==> config.mk <==
export PLATFORM = sky130hd
export DESIGN_NAME = uart_top
export DESIGN_NICKNAME = d
export VERILOG_FILES = /design/src/source/uart_pkg.sv /design/src/source/fifo_if.sv /design/src/source/sync_fifo.sv /design/src/source/uart_tx.sv /design/src/source/uart_rx.sv /design/src/source/uart_top.sv
export SDC_FILE = /design/constraint.sdc
export NUM_CORES = 1
export LEC_CHECK = 0
export ABC_AREA = 1
export BUFFER_PORTS_ARGS = -buffer_cell sky130_fd_sc_hd__buf_2
export CORE_AREA = 8 8 168 170
export CTS_BUF_LIST = sky130_fd_sc_hd__clkbuf_8
export DETAILED_ROUTE_END_ITERATION = 16
export DIE_AREA = 0 0 176 178
export GPL_ROUTABILITY_DRIVEN = 0
export PLACE_DENSITY = 0.7
export REMOVE_ABC_BUFFERS = 1
export SYNTH_ARGS = -nofsm -noshare
export SYNTH_HDL_FRONTEND = slang
export SYNTH_SLANG_ARGS = --single-unit
==> constraint.sdc <==
create_clock -name i_clock -period 2.9 [get_ports i_clock]
set_input_delay 0.58 -clock i_clock [delete_from_list [all_inputs] [get_ports i_clock]]
set_output_delay 0.58 -clock i_clock [all_outputs]
set_load 0.005 [all_outputs]
==> src/source/uart_pkg.sv <==
/* UART shared types */
package uart_pkg;

	// One data byte on the line or in a FIFO.
	typedef logic [7:0] uart_byte_t;

	// Data bits sent or received so far, 0 to 8.
	typedef logic [3:0] bit_index_t;

	// Transmitter sequencing.
	typedef enum logic [2:0] {
		tx_idle,
		tx_fetch,
		tx_load,
		tx_start,
		tx_data,
		tx_stop
	} tx_state_t;

	// Receiver sequencing.
	typedef enum logic [1:0] {
		rx_idle,
		rx_start,
		rx_data,
		rx_stop
	} rx_state_t;

endpackage

==> src/source/fifo_if.sv <==
/* FIFO port bundle */
interface fifo_if;

	logic write;
	uart_pkg::uart_byte_t wdata;
	logic full;
	logic read;
	uart_pkg::uart_byte_t rdata;
	logic empty;

	// Queue side.
	modport store (
		input write,
		input wdata,
		input read,
		output full,
		output rdata,
		output empty
	);

	// Transmitter or receiver side.
	modport user (
		output write,
		output wdata,
		output read,
		input full,
		input rdata,
		input empty
	);

endinterface

==> src/source/sync_fifo.sv <==
/* Synchronous byte FIFO */
module sync_fifo #(
	parameter int FIFO_DEPTH = 16
) (
	input logic i_clock,
	input logic i_reset,
	fifo_if.store q
);

	localparam int ADDR_WIDTH = $clog2(FIFO_DEPTH);
	localparam logic [ADDR_WIDTH:0] PTR_STEP = {{ADDR_WIDTH{1'b0}}, 1'b1};

	uart_pkg::uart_byte_t mem [FIFO_DEPTH];

	// Extra top bit tells a full queue from an empty one.
	logic [ADDR_WIDTH:0] wr_ptr;
	logic [ADDR_WIDTH:0] rd_ptr;
	logic [ADDR_WIDTH-1:0] wr_addr;
	logic [ADDR_WIDTH-1:0] rd_addr;
	logic do_write;
	logic do_read;

	assign wr_addr = wr_ptr[ADDR_WIDTH-1:0];
	assign rd_addr = rd_ptr[ADDR_WIDTH-1:0];

	assign q.empty = (wr_ptr == rd_ptr);
	assign q.full = (wr_ptr[ADDR_WIDTH] != rd_ptr[ADDR_WIDTH]) && (wr_addr == rd_addr);

	// Writes when full and reads when empty are dropped.
	assign do_write = q.write && !q.full;
	assign do_read = q.read && !q.empty;

	// Head entry is visible without a read.
	assign q.rdata = mem[rd_addr];

	always_ff @(posedge i_clock) begin
		if (do_write)
			mem[wr_addr] <= q.wdata;
	end

	always_ff @(posedge i_clock) begin
		if (i_reset) begin
			wr_ptr <= '0;
			rd_ptr <= '0;
		end else begin
			if (do_write)
				wr_ptr <= wr_ptr + PTR_STEP;
			if (do_read)
				rd_ptr <= rd_ptr + PTR_STEP;
		end
	end

endmodule

==> src/source/uart_tx.sv <==
/* UART transmitter */
module uart_tx #(
	parameter int CLOCKS_PER_BIT = 16
) (
	input logic i_clock,
	input logic i_reset,
	input logic i_request,
	input uart_pkg::uart_byte_t i_data,
	output logic o_ready,
	output logic o_serial,
	fifo_if.user q
);

	localparam int BAUD_WIDTH = $clog2(CLOCKS_PER_BIT);
	localparam logic [BAUD_WIDTH-1:0] BAUD_LAST = BAUD_WIDTH'(CLOCKS_PER_BIT - 1);
	localparam logic [BAUD_WIDTH-1:0] BAUD_STEP = BAUD_WIDTH'(1);

	uart_pkg::tx_state_t state;
	logic [BAUD_WIDTH-1:0] baud;
	uart_pkg::bit_index_t bit_count;
	uart_pkg::uart_byte_t shift;
	logic fetch_read;
	logic accept;
	logic on_line;
	logic bit_done;

	// One byte per ready pulse.
	assign accept = i_request && !q.full && !o_ready;
	assign q.write = accept;
	assign q.wdata = i_data;
	assign q.read = fetch_read;

	always_ff @(posedge i_clock) begin
		if (i_reset)
			o_ready <= 1'b0;
		else
			o_ready <= accept;
	end

	assign on_line = (state == uart_pkg::tx_start) || (state == uart_pkg::tx_data) ||
		(state == uart_pkg::tx_stop);
	assign bit_done = on_line && (baud == BAUD_LAST);

	// Bit timer.
	always_ff @(posedge i_clock) begin
		if (i_reset || !on_line || bit_done)
			baud <= '0;
		else
			baud <= baud + BAUD_STEP;
	end

	// Shifts out LSB first.
	always_ff @(posedge i_clock) begin
		if (state == uart_pkg::tx_load)
			shift <= q.rdata;
		else if (bit_done && state != uart_pkg::tx_stop)
			shift <= {1'b0, shift[7:1]};
	end

	always_ff @(posedge i_clock) begin
		if (i_reset) begin
			state <= uart_pkg::tx_idle;
			bit_count <= '0;
			fetch_read <= 1'b0;
			o_serial <= 1'b1;
		end else begin
			case (state)
				uart_pkg::tx_idle: begin
					if (!q.empty)
						state <= uart_pkg::tx_fetch;
				end
				uart_pkg::tx_fetch: begin
					fetch_read <= 1'b1;
					state <= uart_pkg::tx_load;
				end
				uart_pkg::tx_load: begin
					// Head is popped on the same edge it is latched.
					fetch_read <= 1'b0;
					bit_count <= '0;
					o_serial <= 1'b0;
					state <= uart_pkg::tx_start;
				end
				uart_pkg::tx_start: begin
					if (bit_done) begin
						o_serial <= shift[0];
						bit_count <= 4'd1;
						state <= uart_pkg::tx_data;
					end
				end
				uart_pkg::tx_data: begin
					if (bit_done) begin
						if (bit_count == 4'd8) begin
							o_serial <= 1'b1;
							state <= uart_pkg::tx_stop;
						end else begin
							o_serial <= shift[0];
							bit_count <= bit_count + 4'd1;
						end
					end
				end
				uart_pkg::tx_stop: begin
					if (bit_done)
						state <= uart_pkg::tx_idle;
				end
				default: begin
					state <= uart_pkg::tx_idle;
				end
			endcase
		end
	end

endmodule

==> src/source/uart_rx.sv <==
/* UART receiver */
module uart_rx #(
	parameter int CLOCKS_PER_BIT = 16
) (
	input logic i_clock,
	input logic i_reset,
	input logic i_serial,
	output logic o_frame_error,
	output logic o_overrun,
	fifo_if.user q
);

	localparam int BAUD_WIDTH = $clog2(CLOCKS_PER_BIT);
	localparam logic [BAUD_WIDTH-1:0] BAUD_LAST = BAUD_WIDTH'(CLOCKS_PER_BIT - 1);
	localparam logic [BAUD_WIDTH-1:0] BAUD_HALF = BAUD_WIDTH'(CLOCKS_PER_BIT / 2 - 1);
	localparam logic [BAUD_WIDTH-1:0] BAUD_STEP = BAUD_WIDTH'(1);

	uart_pkg::rx_state_t state;
	logic [BAUD_WIDTH-1:0] baud;
	uart_pkg::bit_index_t bit_count;
	uart_pkg::uart_byte_t shift;
	logic sync_meta;
	logic line;
	logic tick;
	logic write_pulse;

	// Two-flop synchronizer, idle high.
	always_ff @(posedge i_clock) begin
		if (i_reset) begin
			sync_meta <= 1'b1;
			line <= 1'b1;
		end else begin
			sync_meta <= i_serial;
			line <= sync_meta;
		end
	end

	// Half a bit to the start centre, then whole bits.
	assign tick = (state == uart_pkg::rx_start) ? (baud == BAUD_HALF) :
		(state != uart_pkg::rx_idle) && (baud == BAUD_LAST);

	always_ff @(posedge i_clock) begin
		if (i_reset || state == uart_pkg::rx_idle || tick)
			baud <= '0;
		else
			baud <= baud + BAUD_STEP;
	end

	// Data arrives LSB first.
	always_ff @(posedge i_clock) begin
		if (state == uart_pkg::rx_data && tick)
			shift <= {line, shift[7:1]};
	end

	assign q.write = write_pulse;
	assign q.wdata = shift;

	always_ff @(posedge i_clock) begin
		if (i_reset) begin
			state <= uart_pkg::rx_idle;
			bit_count <= '0;
			write_pulse <= 1'b0;
			o_frame_error <= 1'b0;
			o_overrun <= 1'b0;
		end else begin
			write_pulse <= 1'b0;
			o_frame_error <= 1'b0;
			o_overrun <= 1'b0;
			case (state)
				uart_pkg::rx_idle: begin
					if (!line)
						state <= uart_pkg::rx_start;
				end
				uart_pkg::rx_start: begin
					bit_count <= '0;
					// A high line at mid start was only a glitch.
					if (tick)
						state <= line ? uart_pkg::rx_idle : uart_pkg::rx_data;
				end
				uart_pkg::rx_data: begin
					if (tick) begin
						bit_count <= bit_count + 4'd1;
						if (bit_count == 4'd7)
							state <= uart_pkg::rx_stop;
					end
				end
				uart_pkg::rx_stop: begin
					if (tick) begin
						state <= uart_pkg::rx_idle;
						if (!line)
							o_frame_error <= 1'b1;
						else if (q.full)
							o_overrun <= 1'b1;
						else
							write_pulse <= 1'b1;
					end
				end
				default: begin
					state <= uart_pkg::rx_idle;
				end
			endcase
		end
	end

endmodule

==> src/source/uart_top.sv <==
/* UART top level */
module uart_top #(
	parameter int CLOCKS_PER_BIT = 16,
	parameter int FIFO_DEPTH = 16
) (
	input logic i_clock,
	input logic i_reset,
	input logic i_tx_request,
	input uart_pkg::uart_byte_t i_tx_data,
	input logic i_rx_serial,
	input logic i_rx_read,
	output logic o_tx_ready,
	output logic o_tx_serial,
	output uart_pkg::uart_byte_t o_rx_data,
	output logic o_rx_valid,
	output logic o_rx_frame_error,
	output logic o_rx_overrun
);

	fifo_if tx_q ();
	fifo_if rx_q ();

	sync_fifo #(.FIFO_DEPTH(FIFO_DEPTH)) tx_fifo (
		.i_clock(i_clock),
		.i_reset(i_reset),
		.q(tx_q.store)
	);

	sync_fifo #(.FIFO_DEPTH(FIFO_DEPTH)) rx_fifo (
		.i_clock(i_clock),
		.i_reset(i_reset),
		.q(rx_q.store)
	);

	uart_tx #(.CLOCKS_PER_BIT(CLOCKS_PER_BIT)) tx (
		.i_clock(i_clock),
		.i_reset(i_reset),
		.i_request(i_tx_request),
		.i_data(i_tx_data),
		.o_ready(o_tx_ready),
		.o_serial(o_tx_serial),
		.q(tx_q.user)
	);

	uart_rx #(.CLOCKS_PER_BIT(CLOCKS_PER_BIT)) rx (
		.i_clock(i_clock),
		.i_reset(i_reset),
		.i_serial(i_rx_serial),
		.o_frame_error(o_rx_frame_error),
		.o_overrun(o_rx_overrun),
		.q(rx_q.user)
	);

	// Host drains the receive queue.
	assign rx_q.read = i_rx_read;
	assign o_rx_data = rx_q.rdata;
	assign o_rx_valid = !rx_q.empty;

endmodule

# ---- After elaboration in Yosys (flattened, before gate mapping)
# Memory sizes are Yosys's and may differ from the RTL's. A register that Yosys moved wholly into a read port is not among the register bits.
# Cells that the tools add are included.
dict set report classes {
  bitwise_logic 3
  add_sub_neg 8
  div 0
  n_reduce_logical 38
  n_eq_ne 31
  shifts 0
  n_lt_le_gt_ge 0
  n_mul 0
  mux 38
}
# op n
set ops {}
lappend ops {{4-bit 2-to-1 mux} 8}
lappend ops {{5-bit by 1-bit adder with 5-bit output, second input constant} 4}
lappend ops {{3-bit case mux with 6 select lines} 1}
lappend ops {{4-bit by 1-bit adder with 4-bit output, second input constant} 4}
lappend ops {{8-bit 2-to-1 mux} 2}
lappend ops {{3-bit 2-to-1 mux} 5}
lappend ops {{4-bit == test, second input constant} 3}
lappend ops {{1-bit logical AND} 12}
lappend ops {{2-bit 2-to-1 mux} 6}
lappend ops {{2-bit by 1-bit inequality test with 1-bit output, second input constant} 6}
lappend ops {{4-bit case mux with 3 select lines} 1}
lappend ops {{1-bit 2-to-1 mux} 11}
lappend ops {{5-bit == test} 2}
lappend ops {{2-bit inequality test, second input constant} 5}
lappend ops {{5-bit AND reduction} 2}
lappend ops {{4-bit by 3-bit == test with 1-bit output, second input constant} 2}
lappend ops {{4-bit == test} 2}
lappend ops {{2-bit case mux with 4 select lines} 1}
lappend ops {{4-bit case mux with 2 select lines} 1}
lappend ops {{2-bit nonzero test} 4}
lappend ops {{3-bit by 2-bit == test with 1-bit output, second input constant} 2}
lappend ops {{3-bit == test, second input constant} 2}
lappend ops {{1-bit logical NOT} 6}
lappend ops {{1-bit logical OR} 6}
lappend ops {{other kinds (16)} 20}
dict set report totals {
  out_inout_bits 13
  word_cells 140
  mem_count 2
  latchBits 0
  romBits 0
  regBits 65
  mem_bits_rw 256
}
# memory words word_bits rd rd_clocked_by_memory_dff write_ports line
set memory_table {}
lappend memory_table {rx_fifo.mem 16 8 1 1 1 sync_fifo.sv:13} ;# uart_pkg::uart_byte_t mem [FIFO_DEPTH];
lappend memory_table {tx_fifo.mem 16 8 1 1 1 sync_fifo.sv:13}

# ---- Longest topological paths before layout
# Gate-level depths: netlist (run 1).
dict set report depth {
  word_depth 8
  mapped_depth 10
  mapped_depth_nobuf 9
}

# ---- Least setup slack after synthesis (run 1)
# No wires, ideal clock.
dict set report synth_timing {
  path_kind {reg-to-reg}
  startpoint {register rx_fifo.wr_ptr[2]}
  endpoint {memory rx_fifo.mem[11][0] (netlist name), enable pin}
  slack_ps 975
  required_ps 2517
  path_stages_with_launch 7
  arrival_time_ps 1542
  path_buffers 1
  setup_ps 383
  path_cell_list {dfxtp_1 > buf_4 > xor2_1 > nor2_4 > nand3_4 > nand2_4 > nor3_1}
}
dict set report synth_between {
  elab_chain_cells 6
}
# element line
set synth_lines {}
lappend synth_lines {{start: declaration} sync_fifo.sv:16} ;# logic [ADDR_WIDTH:0] wr_ptr;
lappend synth_lines {{start signal: assignment} sync_fifo.sv:47} ;# wr_ptr <= wr_ptr + PTR_STEP;
lappend synth_lines {{4-bit == test} sync_fifo.sv:27} ;# assign q.full = (wr_ptr[ADDR_WIDTH] != rd_ptr[ADDR_WIDTH]) && (wr_addr == rd_addr);
lappend synth_lines {{1-bit logical AND} sync_fifo.sv:27}
lappend synth_lines {{1-bit logical NOT} sync_fifo.sv:30} ;# assign do_write = q.write && !q.full;
lappend synth_lines {{1-bit logical AND} sync_fifo.sv:30}
lappend synth_lines {{1-bit 2-to-1 mux} sync_fifo.sv:37} ;# if (do_write)
lappend synth_lines {{1-bit 2-to-1 mux (implied by the code)} sync_fifo.sv:38} ;# mem[wr_addr] <= q.wdata;
lappend synth_lines {{end: declaration} sync_fifo.sv:13}
# Several ways; a longest one is shown, not always the timed one.

==> tab_implementation.tex, run 1 <==
\begin{tabular}{lr}
\hline
Metric & Value \\
\hline
\multicolumn{2}{l}{\textbf{Synthesis}} \\
\quad Post-synth EDFFs & 272 \\
\quad Cell type with the highest aggregate area in the netlist & sky130\_fd\_sc\_hd\_\_edfxtp\_1 \\
\quad Most used DFF post-synth & sky130\_fd\_sc\_hd\_\_edfxtp\_1 \\
\quad Instance count of the mapped netlist & 1264 \\
\quad Number of warnings reported in the yosys synthesis log & 0 \\
\quad Netlist Area Pre-Place & 13800 µm² \\
\quad Proportion of register bits with asynchronous set or reset after synthesis & 0\% \\
\quad Mean area per synthesized cell & 10.9 µm² \\
\quad Number of flip-flops and latches in the synthesized netlist & 329 \\
\quad Dominant cells by area after synthesis & sky130\_fd\_sc\_hd\_\_edfxtp\_1 59\%, sky130\_fd\_sc\_hd\_\_dfxtp\_1 8.3\%, sky130\_fd\_sc\_hd\_\_nand2\_1 7.5\% \\
\quad Most used standard cell by instance count after synthesis & sky130\_fd\_sc\_hd\_\_nand2\_1 \\
\quad Leading post-synthesis cells by instance count & 275 x sky130\_fd\_sc\_hd\_\_nand2\_1, 272 x sky130\_fd\_sc\_hd\_\_edfxtp\_1, 180 x sky130\_fd\_sc\_hd\_\_nand3\_1, 101 x sky130\_fd\_sc\_hd\_\_inv\_1, 78 x sky130\_fd\_sc\_hd\_\_nor2\_1 \\
\quad Unique masters post-synth & 35 \\
\quad Share of the synthesized area in the top cell type & 59.2\% \\
\quad Seq/Total Area, Yosys & between 60 and 70\% \\
\multicolumn{2}{l}{\textbf{Routing}} \\
\quad Initial detailed-routing violation count & 854 \\
\quad Number of detailed-route iterations in the first pass & 5 \\
\quad Per-cell routed wire length & 17.1 µm \\
\quad Total number of vias & $\sim$9100 \\
\quad Post-detailed-route count of antenna-violating nets & 0 \\
\quad Post-route DRC violation count & 0 \\
\quad Average vias per placed instance & 5.43 \\
\quad Final wirelength & 28500 µm \\
\multicolumn{2}{l}{\textbf{Clock tree}} \\
\quad Clock transition at the registers of the reported paths & 0.06 ns \\
\quad \# hold bufs at CTS & 0 \\
\quad Sinks on Clock Net & between 300 and 400 \\
\quad H-tree lvl count & 2 \\
\quad Source-to-sink clock delay at the later pin of the worst-skew pair & 0.57 ns \\
\quad Clock tree buffer depth & 3 \\
\quad Clock tree root buffer cell & sky130\_fd\_sc\_hd\_\_clkbuf\_8 \\
\quad Clock buffers created by TritonCTS & 50 \\
\quad TritonCTS clock tree & built \\
\multicolumn{2}{l}{\textbf{Floorplan}} \\
\quad Area of the core region & $\sim$26000 µm² \\
\quad I/O pin total & 26 \\
\quad Width of the die & 176 µm \\
\quad Starting utilization of the core area & 53.9\% \\
\quad Total Die Area & 31300 µm² \\
\quad Number of cell rows & just under 60 \\
\quad Die Height & 178 µm \\
\multicolumn{2}{l}{\textbf{STA}} \\
\quad Slew at the pin closest to its max-slew limit & 0.793 ns \\
\quad Hold Violations, Final & 0 \\
\quad Setup Viol. Count Final & 0 \\
\quad RSZ-0062 raised after global routing & no \\
\quad Period utilization & between 90 and 100\% \\
\quad Clock tree skew after final layout & 0.0330 ns \\
\quad Worst hold slack & around 0.22 ns \\
\quad Peak clock frequency supported by timing & $\sim$370 MHz \\
\quad Shortest period the worst path allows & between 2 and 3 ns \\
\quad Max Transition Viols Final & 0 \\
\quad Worst slew margin relative to its limit & 47.0\% \\
\multicolumn{2}{l}{\textbf{Global route}} \\
\quad Total gr overflow & 0 \\
\quad First-pass GRT wire length & 44400 µm \\
\quad Number of global-route vias before repair & 8480 \\
\quad Maximum number of pins on one net before global-route repair & 65 \\
\quad Number of antenna violations at the first check in global routing & 0 \\
\quad Global router's overall resource usage & between 15 and 20\% \\
\multicolumn{2}{l}{\textbf{Power}} \\
\quad Power per Cell Area & 667 nW/µm² \\
\quad Leakage & $\sim$5.7 nW \\
\quad Design Power & 10.1 mW \\
\quad Peak VDD IR & a little over 0.0004 V \\
\multicolumn{2}{l}{\textbf{Final layout}} \\
\quad Antenna cells & 0 \\
\quad Final layout net count & $\sim$1300 \\
\quad Number of standard cells in the final layout excluding fillers & 1671 \\
\quad Synthesis-to-layout area growth & 9.71\% \\
\quad Layout cells sized above 1 & 10.9\% \\
\quad Number of inserted filler cells in the final layout & around 2100 \\
\multicolumn{2}{l}{\textbf{Critical path}} \\
\quad Worst setup EP type & output pin \\
\quad Worst R2R Path Depth & 7 \\
\quad End of the critical path & o\_rx\_data[5] \\
\quad CP max FO & 42 \\
\quad CP Cell Sequence & buf\_12 > o211ai\_1 > nand3\_1 > nand3\_1 > nand2\_1 > buf\_2 \\
\quad Slack of the worst reg-to-reg path & 0.64 ns \\
\quad CP Class & register to output pin \\
\quad Startpoint of the lowest-slack register-to-register path & rx\_fifo.wr\_ptr[2] \\
\quad Critical path launch point type & register \\
\quad Maximum single-stage delay on the critical path & 0.64 ns \\
\quad Slowest library cell on the worst path & sky130\_fd\_sc\_hd\_\_dfxtp\_2 \\
\quad Req. time, crit path & 2.32 ns \\
\quad Capturing point of the worst reg2reg path & rx\_fifo.mem[0][4] \\
\quad Most frequent cell on the critical path & sky130\_fd\_sc\_hd\_\_nand3\_1 \\
\quad Arrival time reported for the critical path endpoint & 2.13 ns \\
\multicolumn{2}{l}{\textbf{Outcome}} \\
\quad Outcome & finished, final reports clean \\
\multicolumn{2}{l}{\textbf{Job}} \\
\quad Number of max-capacitance violations reported & 0 \\
\multicolumn{2}{l}{\textbf{Place}} \\
\quad DP HPWL & 17800 µm \\
\quad Port-buffer cells & 25 \\
\quad Placed instance count & 1581 \\
\multicolumn{2}{l}{\textbf{Hold path}} \\
\quad Classification of the worst-slack hold path & input port to register \\
\hline
\end{tabular}
-- layout make-up --
cell class / instances / area (µm²) / share of cell area [%]
Inverter: 114 / 435 / 2.88
Clock buffer: 52 / 716 / 4.73
Multi-Input combinational cell: 763 / 3790 / 25.1
Sequential cell: 329 / 9320 / 61.5
Timing Repair Buffer: 41 / 278 / 1.83
Clock inverter: 37 / 181 / 1.20
Tap cell: 335 / 419 / 2.77
-- registers in the layout, indices dropped and copies added, names as in the netlist, 5 cells and up, named ones only --
name and flops:
rx_fifo.mem 128, tx_fifo.mem 128, rx.q.wdata 8, tx.shift 8, rx_fifo.rd_ptr 5, rx_fifo.wr_ptr 5, tx_fifo.rd_ptr 5, tx_fifo.wr_ptr 5
-- timing repair --
item,4_1_cts,5_1_grt
resized for setup,0,0
hold endpoints to repair,0,0
setup endpoints to repair,0,8
setup buffers,0,1
-- worst min-delay path by stage --
stage / start / endpoint / slack [ns] / cells after the start
floorplan: rx.sync_meta / rx.line / 0.39 / 1
detailed placement: rx.sync_meta / rx.line / 0.40 / 1
global placement: rx.sync_meta / rx.line / 0.39 / 1
finish: i_rx_serial / rx.sync_meta / 0.22 / 2
global route: i_rx_serial / rx.sync_meta / 0.20 / 2
CTS: i_rx_serial / rx.sync_meta / 0.17 / 2
-- kinds of logic after synthesis --
| kind of cell | Yosys count | share of synthesized area, % |
|---|---|---|
| adders and majority gates | 15 | 1.36 |
| xor gates and xnor gates | 21 | 1.33 |
| and+or+nand+nor | 577 | 18.7 |
| DFF | 329 | 67.5 |
| buffers and inverters | 172 | 5.04 |
| AOI/OAI and AO/OA | 150 | 6.11 |
-- per-stage QoR --
step,utilization [%],setup WS (ns),TNS [ns],cell area [µm²]
2_1_floorplan,-,-0.421,-3.37,13500
3_3_place_gp,55.5,0.661,0,14200
3_5_place_dp,55.5,0.639,0,14200
4_1_cts,59.0,0.0999,0,15100
5_1_grt,59.1,0.0278,0,15100
6_report,59.1,0.185,0,15100
-- per-layer routing --
layer | vias up | wire length (µm) | GRT usage, %
li1 | 4420 | - | -
met3 | 72 | 1760 | 3.34
met2 | 296 | 13900 | 29.9
met5 | - | 0 | 0
met1 | 4282 | 12000 | 22.8
met4 | 0 | 898 | 7.38
-- where the power goes --
part	internal, mW	switching, mW	total (mW)	leakage [nW]
clock network	1.75	1.68	3.43	0.549
registers	5.22	0.115	5.34	2.91
logic	0.422	0.902	1.32	2.22
total	7.39	2.70	10.1	5.68
-- critical path: cells and delay by family (launching register included) --
family | cells | cell delay (ns)
DFF | 1 | 0.64
buffers and inverters | 2 | 0.40
AOI/OAI and AO/OA | 1 | 0.14
and+or+nand+nor | 3 | 0.38
-- cell usage in the layout (no fill, tap or decap), drive strengths merged --
| cell type | synthesis | final |
|---|---|---|
| clkbuf | 25 | 52 |
| o21ai | 51 | 51 |
| xor2 | 13 | 13 |
| inv | 114 | 140 |
| edfxtp | 272 | 272 |
| bufinv | 0 | 1 |
| a21oi | 61 | 61 |
| xnor2 | 8 | 8 |
| nor3 | 8 | 8 |
| nor2 | 85 | 85 |
| o211ai | 36 | 36 |
| or2 | 3 | 3 |
| nand3b | 3 | 3 |
| clkinv | 0 | 10 |
| a31oi | 1 | 1 |
| ha | 15 | 15 |
| o22ai | 1 | 1 |
| dfxtp | 57 | 57 |
| nand3 | 183 | 183 |
| nand2 | 291 | 291 |
| buf | 33 | 41 |
| nand4 | 4 | 4 |
Power figures use the tool's default switching activity.
==> inputs of run 2 (changes only) <==
--- a/config.mk
+++ b/config.mk
@@ -12,6 +12,7 @@
 export DETAILED_ROUTE_END_ITERATION = 16
 export DIE_AREA = 0 0 176 178
 export GPL_ROUTABILITY_DRIVEN = 0
+export GPL_TIMING_DRIVEN = 0
 export PLACE_DENSITY = 0.7
 export REMOVE_ABC_BUFFERS = 1
 export SYNTH_ARGS = -nofsm -noshare
==> run 2 against run 1 <==
  * Clock power grew 7.9%
  * Critical path depth grew 1
  * Die area is the same
  * Count of clock-buffer cells in the layout grew 5
  * Via count shrank 2.2%
  * Combinational power shrank 8%
  * Register-to-register slack lost 0.31 ns
  * Final cell count shrank 0.30%
  * Sequential share of layout area shrank 0.21 points
  * Cell area grew 0.39%
  * Clock skew grew 0.00051 ns
  * Core utilization grew 0.23 points
  * Largest power group unchanged
==> tab_implementation.tex, run 2 (synthesis results as in run 1) <==
\begin{tabular}{lr}
\hline
Metric & Value \\
\hline
\multicolumn{2}{l}{\textbf{Floorplan}} \\
\quad Area of the core region & $\sim$26000 µm² \\
\quad Die Height & 178 µm \\
\quad Number of cell rows & 59 \\
\quad Starting utilization of the core area & 53.9\% \\
\quad Width of the die & 176 µm \\
\quad I/O pin total & 26 \\
\quad Total Die Area & 31300 µm² \\
\multicolumn{2}{l}{\textbf{Routing}} \\
\quad Final wirelength & 27200 µm \\
\quad Initial detailed-routing violation count & approximately 700 \\
\quad Post-route DRC violation count & 0 \\
\quad Post-detailed-route count of antenna-violating nets & 0 \\
\quad Total number of vias & 8868 \\
\quad Number of detailed-route iterations in the first pass & 5 \\
\quad Average vias per placed instance & 5.32 \\
\quad Per-cell routed wire length & between 15 and 20 µm \\
\multicolumn{2}{l}{\textbf{Outcome}} \\
\quad Outcome & finished, final reports clean \\
\multicolumn{2}{l}{\textbf{Clock tree}} \\
\quad Sinks on Clock Net & 329 \\
\quad \# hold bufs at CTS & 0 \\
\quad Clock buffers created by TritonCTS & between 50 and 60 \\
\quad Clock transition at the registers of the reported paths & approximately 0.060 ns \\
\quad H-tree lvl count & 2 \\
\quad Source-to-sink clock delay at the later pin of the worst-skew pair & 0.58 ns \\
\quad Clock tree root buffer cell & sky130\_fd\_sc\_hd\_\_clkbuf\_8 \\
\quad TritonCTS clock tree & built \\
\quad Clock tree buffer depth & 3 \\
\multicolumn{2}{l}{\textbf{Global route}} \\
\quad Global router's overall resource usage & 17.4\% \\
\quad Maximum number of pins on one net before global-route repair & roughly 90 \\
\quad Number of global-route vias before repair & 8609 \\
\quad First-pass GRT wire length & 43600 µm \\
\quad Number of antenna violations at the first check in global routing & 0 \\
\quad Total gr overflow & 0 \\
\multicolumn{2}{l}{\textbf{STA}} \\
\quad Final worst slack & 0.175 ns \\
\quad Shortest period the worst path allows & 2.72 ns \\
\quad Hold Violations, Final & 0 \\
\quad Worst slew margin relative to its limit & 23.3\% \\
\quad Clock tree skew after final layout & 0.0335 ns \\
\quad Slew at the pin closest to its max-slew limit & 1.14 ns \\
\quad Max Transition Viols Final & 0 \\
\quad Setup Viol. Count Final & 0 \\
\quad RSZ-0062 raised after global routing & no \\
\quad Peak clock frequency supported by timing & between 300 and 400 MHz \\
\quad Period utilization & 93.9\% \\
\multicolumn{2}{l}{\textbf{Final layout}} \\
\quad Final layout net count & between 1000 and 1500 \\
\quad Number of inserted filler cells in the final layout & 2100 \\
\quad Synthesis-to-layout area growth & 10.1\% \\
\quad Number of standard cells in the final layout excluding fillers & 1666 \\
\quad Most common library cell in the layout ignoring fill and taps & sky130\_fd\_sc\_hd\_\_nand2\_1 \\
\quad Antenna cells & 0 \\
\quad Layout cells sized above 1 & 11.0\% \\
\quad Biggest registers after layout & rx\_fifo.mem x128, tx\_fifo.mem x128 \\
\quad Commonest cells after routing, fill and taps aside & 275 x sky130\_fd\_sc\_hd\_\_nand2\_1, 272 x sky130\_fd\_sc\_hd\_\_edfxtp\_1, 180 x sky130\_fd\_sc\_hd\_\_nand3\_1 \\
\multicolumn{2}{l}{\textbf{Critical path}} \\
\quad Slack of the worst reg-to-reg path & about 0.33 ns \\
\quad Critical path launch point type & register \\
\quad Capturing point of the worst reg2reg path & tx.shift[6] \\
\quad End of the critical path & o\_rx\_data[5] \\
\quad Arrival time reported for the critical path endpoint & about 2.1 ns \\
\quad CP max FO & 90 \\
\quad CP Class & register to output pin \\
\quad Worst setup EP type & output pin \\
\quad Req. time, crit path & 2.32 ns \\
\quad Worst R2R Path Depth & 10 \\
\multicolumn{2}{l}{\textbf{Place}} \\
\quad Post-Place Worst Slack & -0.0135 ns \\
\quad Port-buffer cells & 25 \\
\quad Placed instance count & between 1500 and 2000 \\
\quad DP HPWL & 16500 µm \\
\multicolumn{2}{l}{\textbf{Power}} \\
\quad Power per Cell Area & 680 nW/µm² \\
\quad Peak VDD IR & between 0.0004 and 0.0005 V \\
\quad Leakage & 5.68 nW \\
\multicolumn{2}{l}{\textbf{Hold path}} \\
\quad Classification of the worst-slack hold path & input port to register \\
\quad Number of cells traversed by the worst hold path & 2 \\
\multicolumn{2}{l}{\textbf{Job}} \\
\quad Number of max-capacitance violations reported & 0 \\
\hline
\end{tabular}
-- run 2: final cells by class --
cell class	instances	area, µm²	share of cell area [%]
inverter	114	435	2.86
tap	335	419	2.76
multi-input combinational	763	3790	25.0
sequential	329	9320	61.3
timing repair buffer	31	226	1.49
clock buffer	57	785	5.16
clock inverter	37	218	1.43
-- run 2: timing repair --
item,CTS,global route
endpoints found under the setup margin,11,8
cloned,0,0
setup buffers,0,1
gates resized for setup,2,1
-- run 2: worst min-delay path by stage --
stage,start,endpoint,slack (ns)
after floorplan,rx.sync_meta,rx.line,0.39
after global placement,rx.sync_meta,rx.line,0.39
after detailed placement,rx.sync_meta,rx.line,0.39
after CTS,i_rx_serial,rx.sync_meta,0.18
after global routing,i_rx_serial,rx.sync_meta,0.19
final,i_rx_serial,rx.sync_meta,0.22
-- run 2: where the power goes --
part | leakage (nW) | switching (mW) | internal [mW] | total (mW)
combinational | 2.18 | 0.806 | 0.417 | 1.22
clock | 0.586 | 1.71 | 1.99 | 3.70
sequential | 2.92 | 0.189 | 5.22 | 5.41
total | 5.68 | 2.71 | 7.63 | 10.3
-- run 2: critical path, cell delays in order (launching register included) --
cell and delay [ns]:
sky130_fd_sc_hd__dfxtp_4 0.52, sky130_fd_sc_hd__buf_16 0.32, sky130_fd_sc_hd__a21oi_1 0.12, sky130_fd_sc_hd__o21ai_0 0.10, sky130_fd_sc_hd__nand3_1 0.16, sky130_fd_sc_hd__nand3_1 0.15
sky130_fd_sc_hd__nand2_1 0.06, sky130_fd_sc_hd__buf_2 0.12
-- run 2: through the flow --
stage	power (mW)	setup TNS (ns)	area, µm²	hold WS [ns]	util [%]
finish	10.3	0	15200	0.217	59.3
global route	10.8	0	15200	0.194	59.3
CTS	10.4	0	15200	0.178	59.2
detailed placement	6.73	-0.0135	14200	0.393	55.3
global placement	6.68	-23.88	14100	0.391	55.0
floorplan	6.30	-3.37	13500	0.389	-
-- run 2: routing by layer --
layer / global-route usage [%] / wire (µm)
met4: 5.26 / 558
met1: 21.8 / 11600
met2: 30.4 / 13500
met5: 0 / 0
met3: 3.11 / 1500
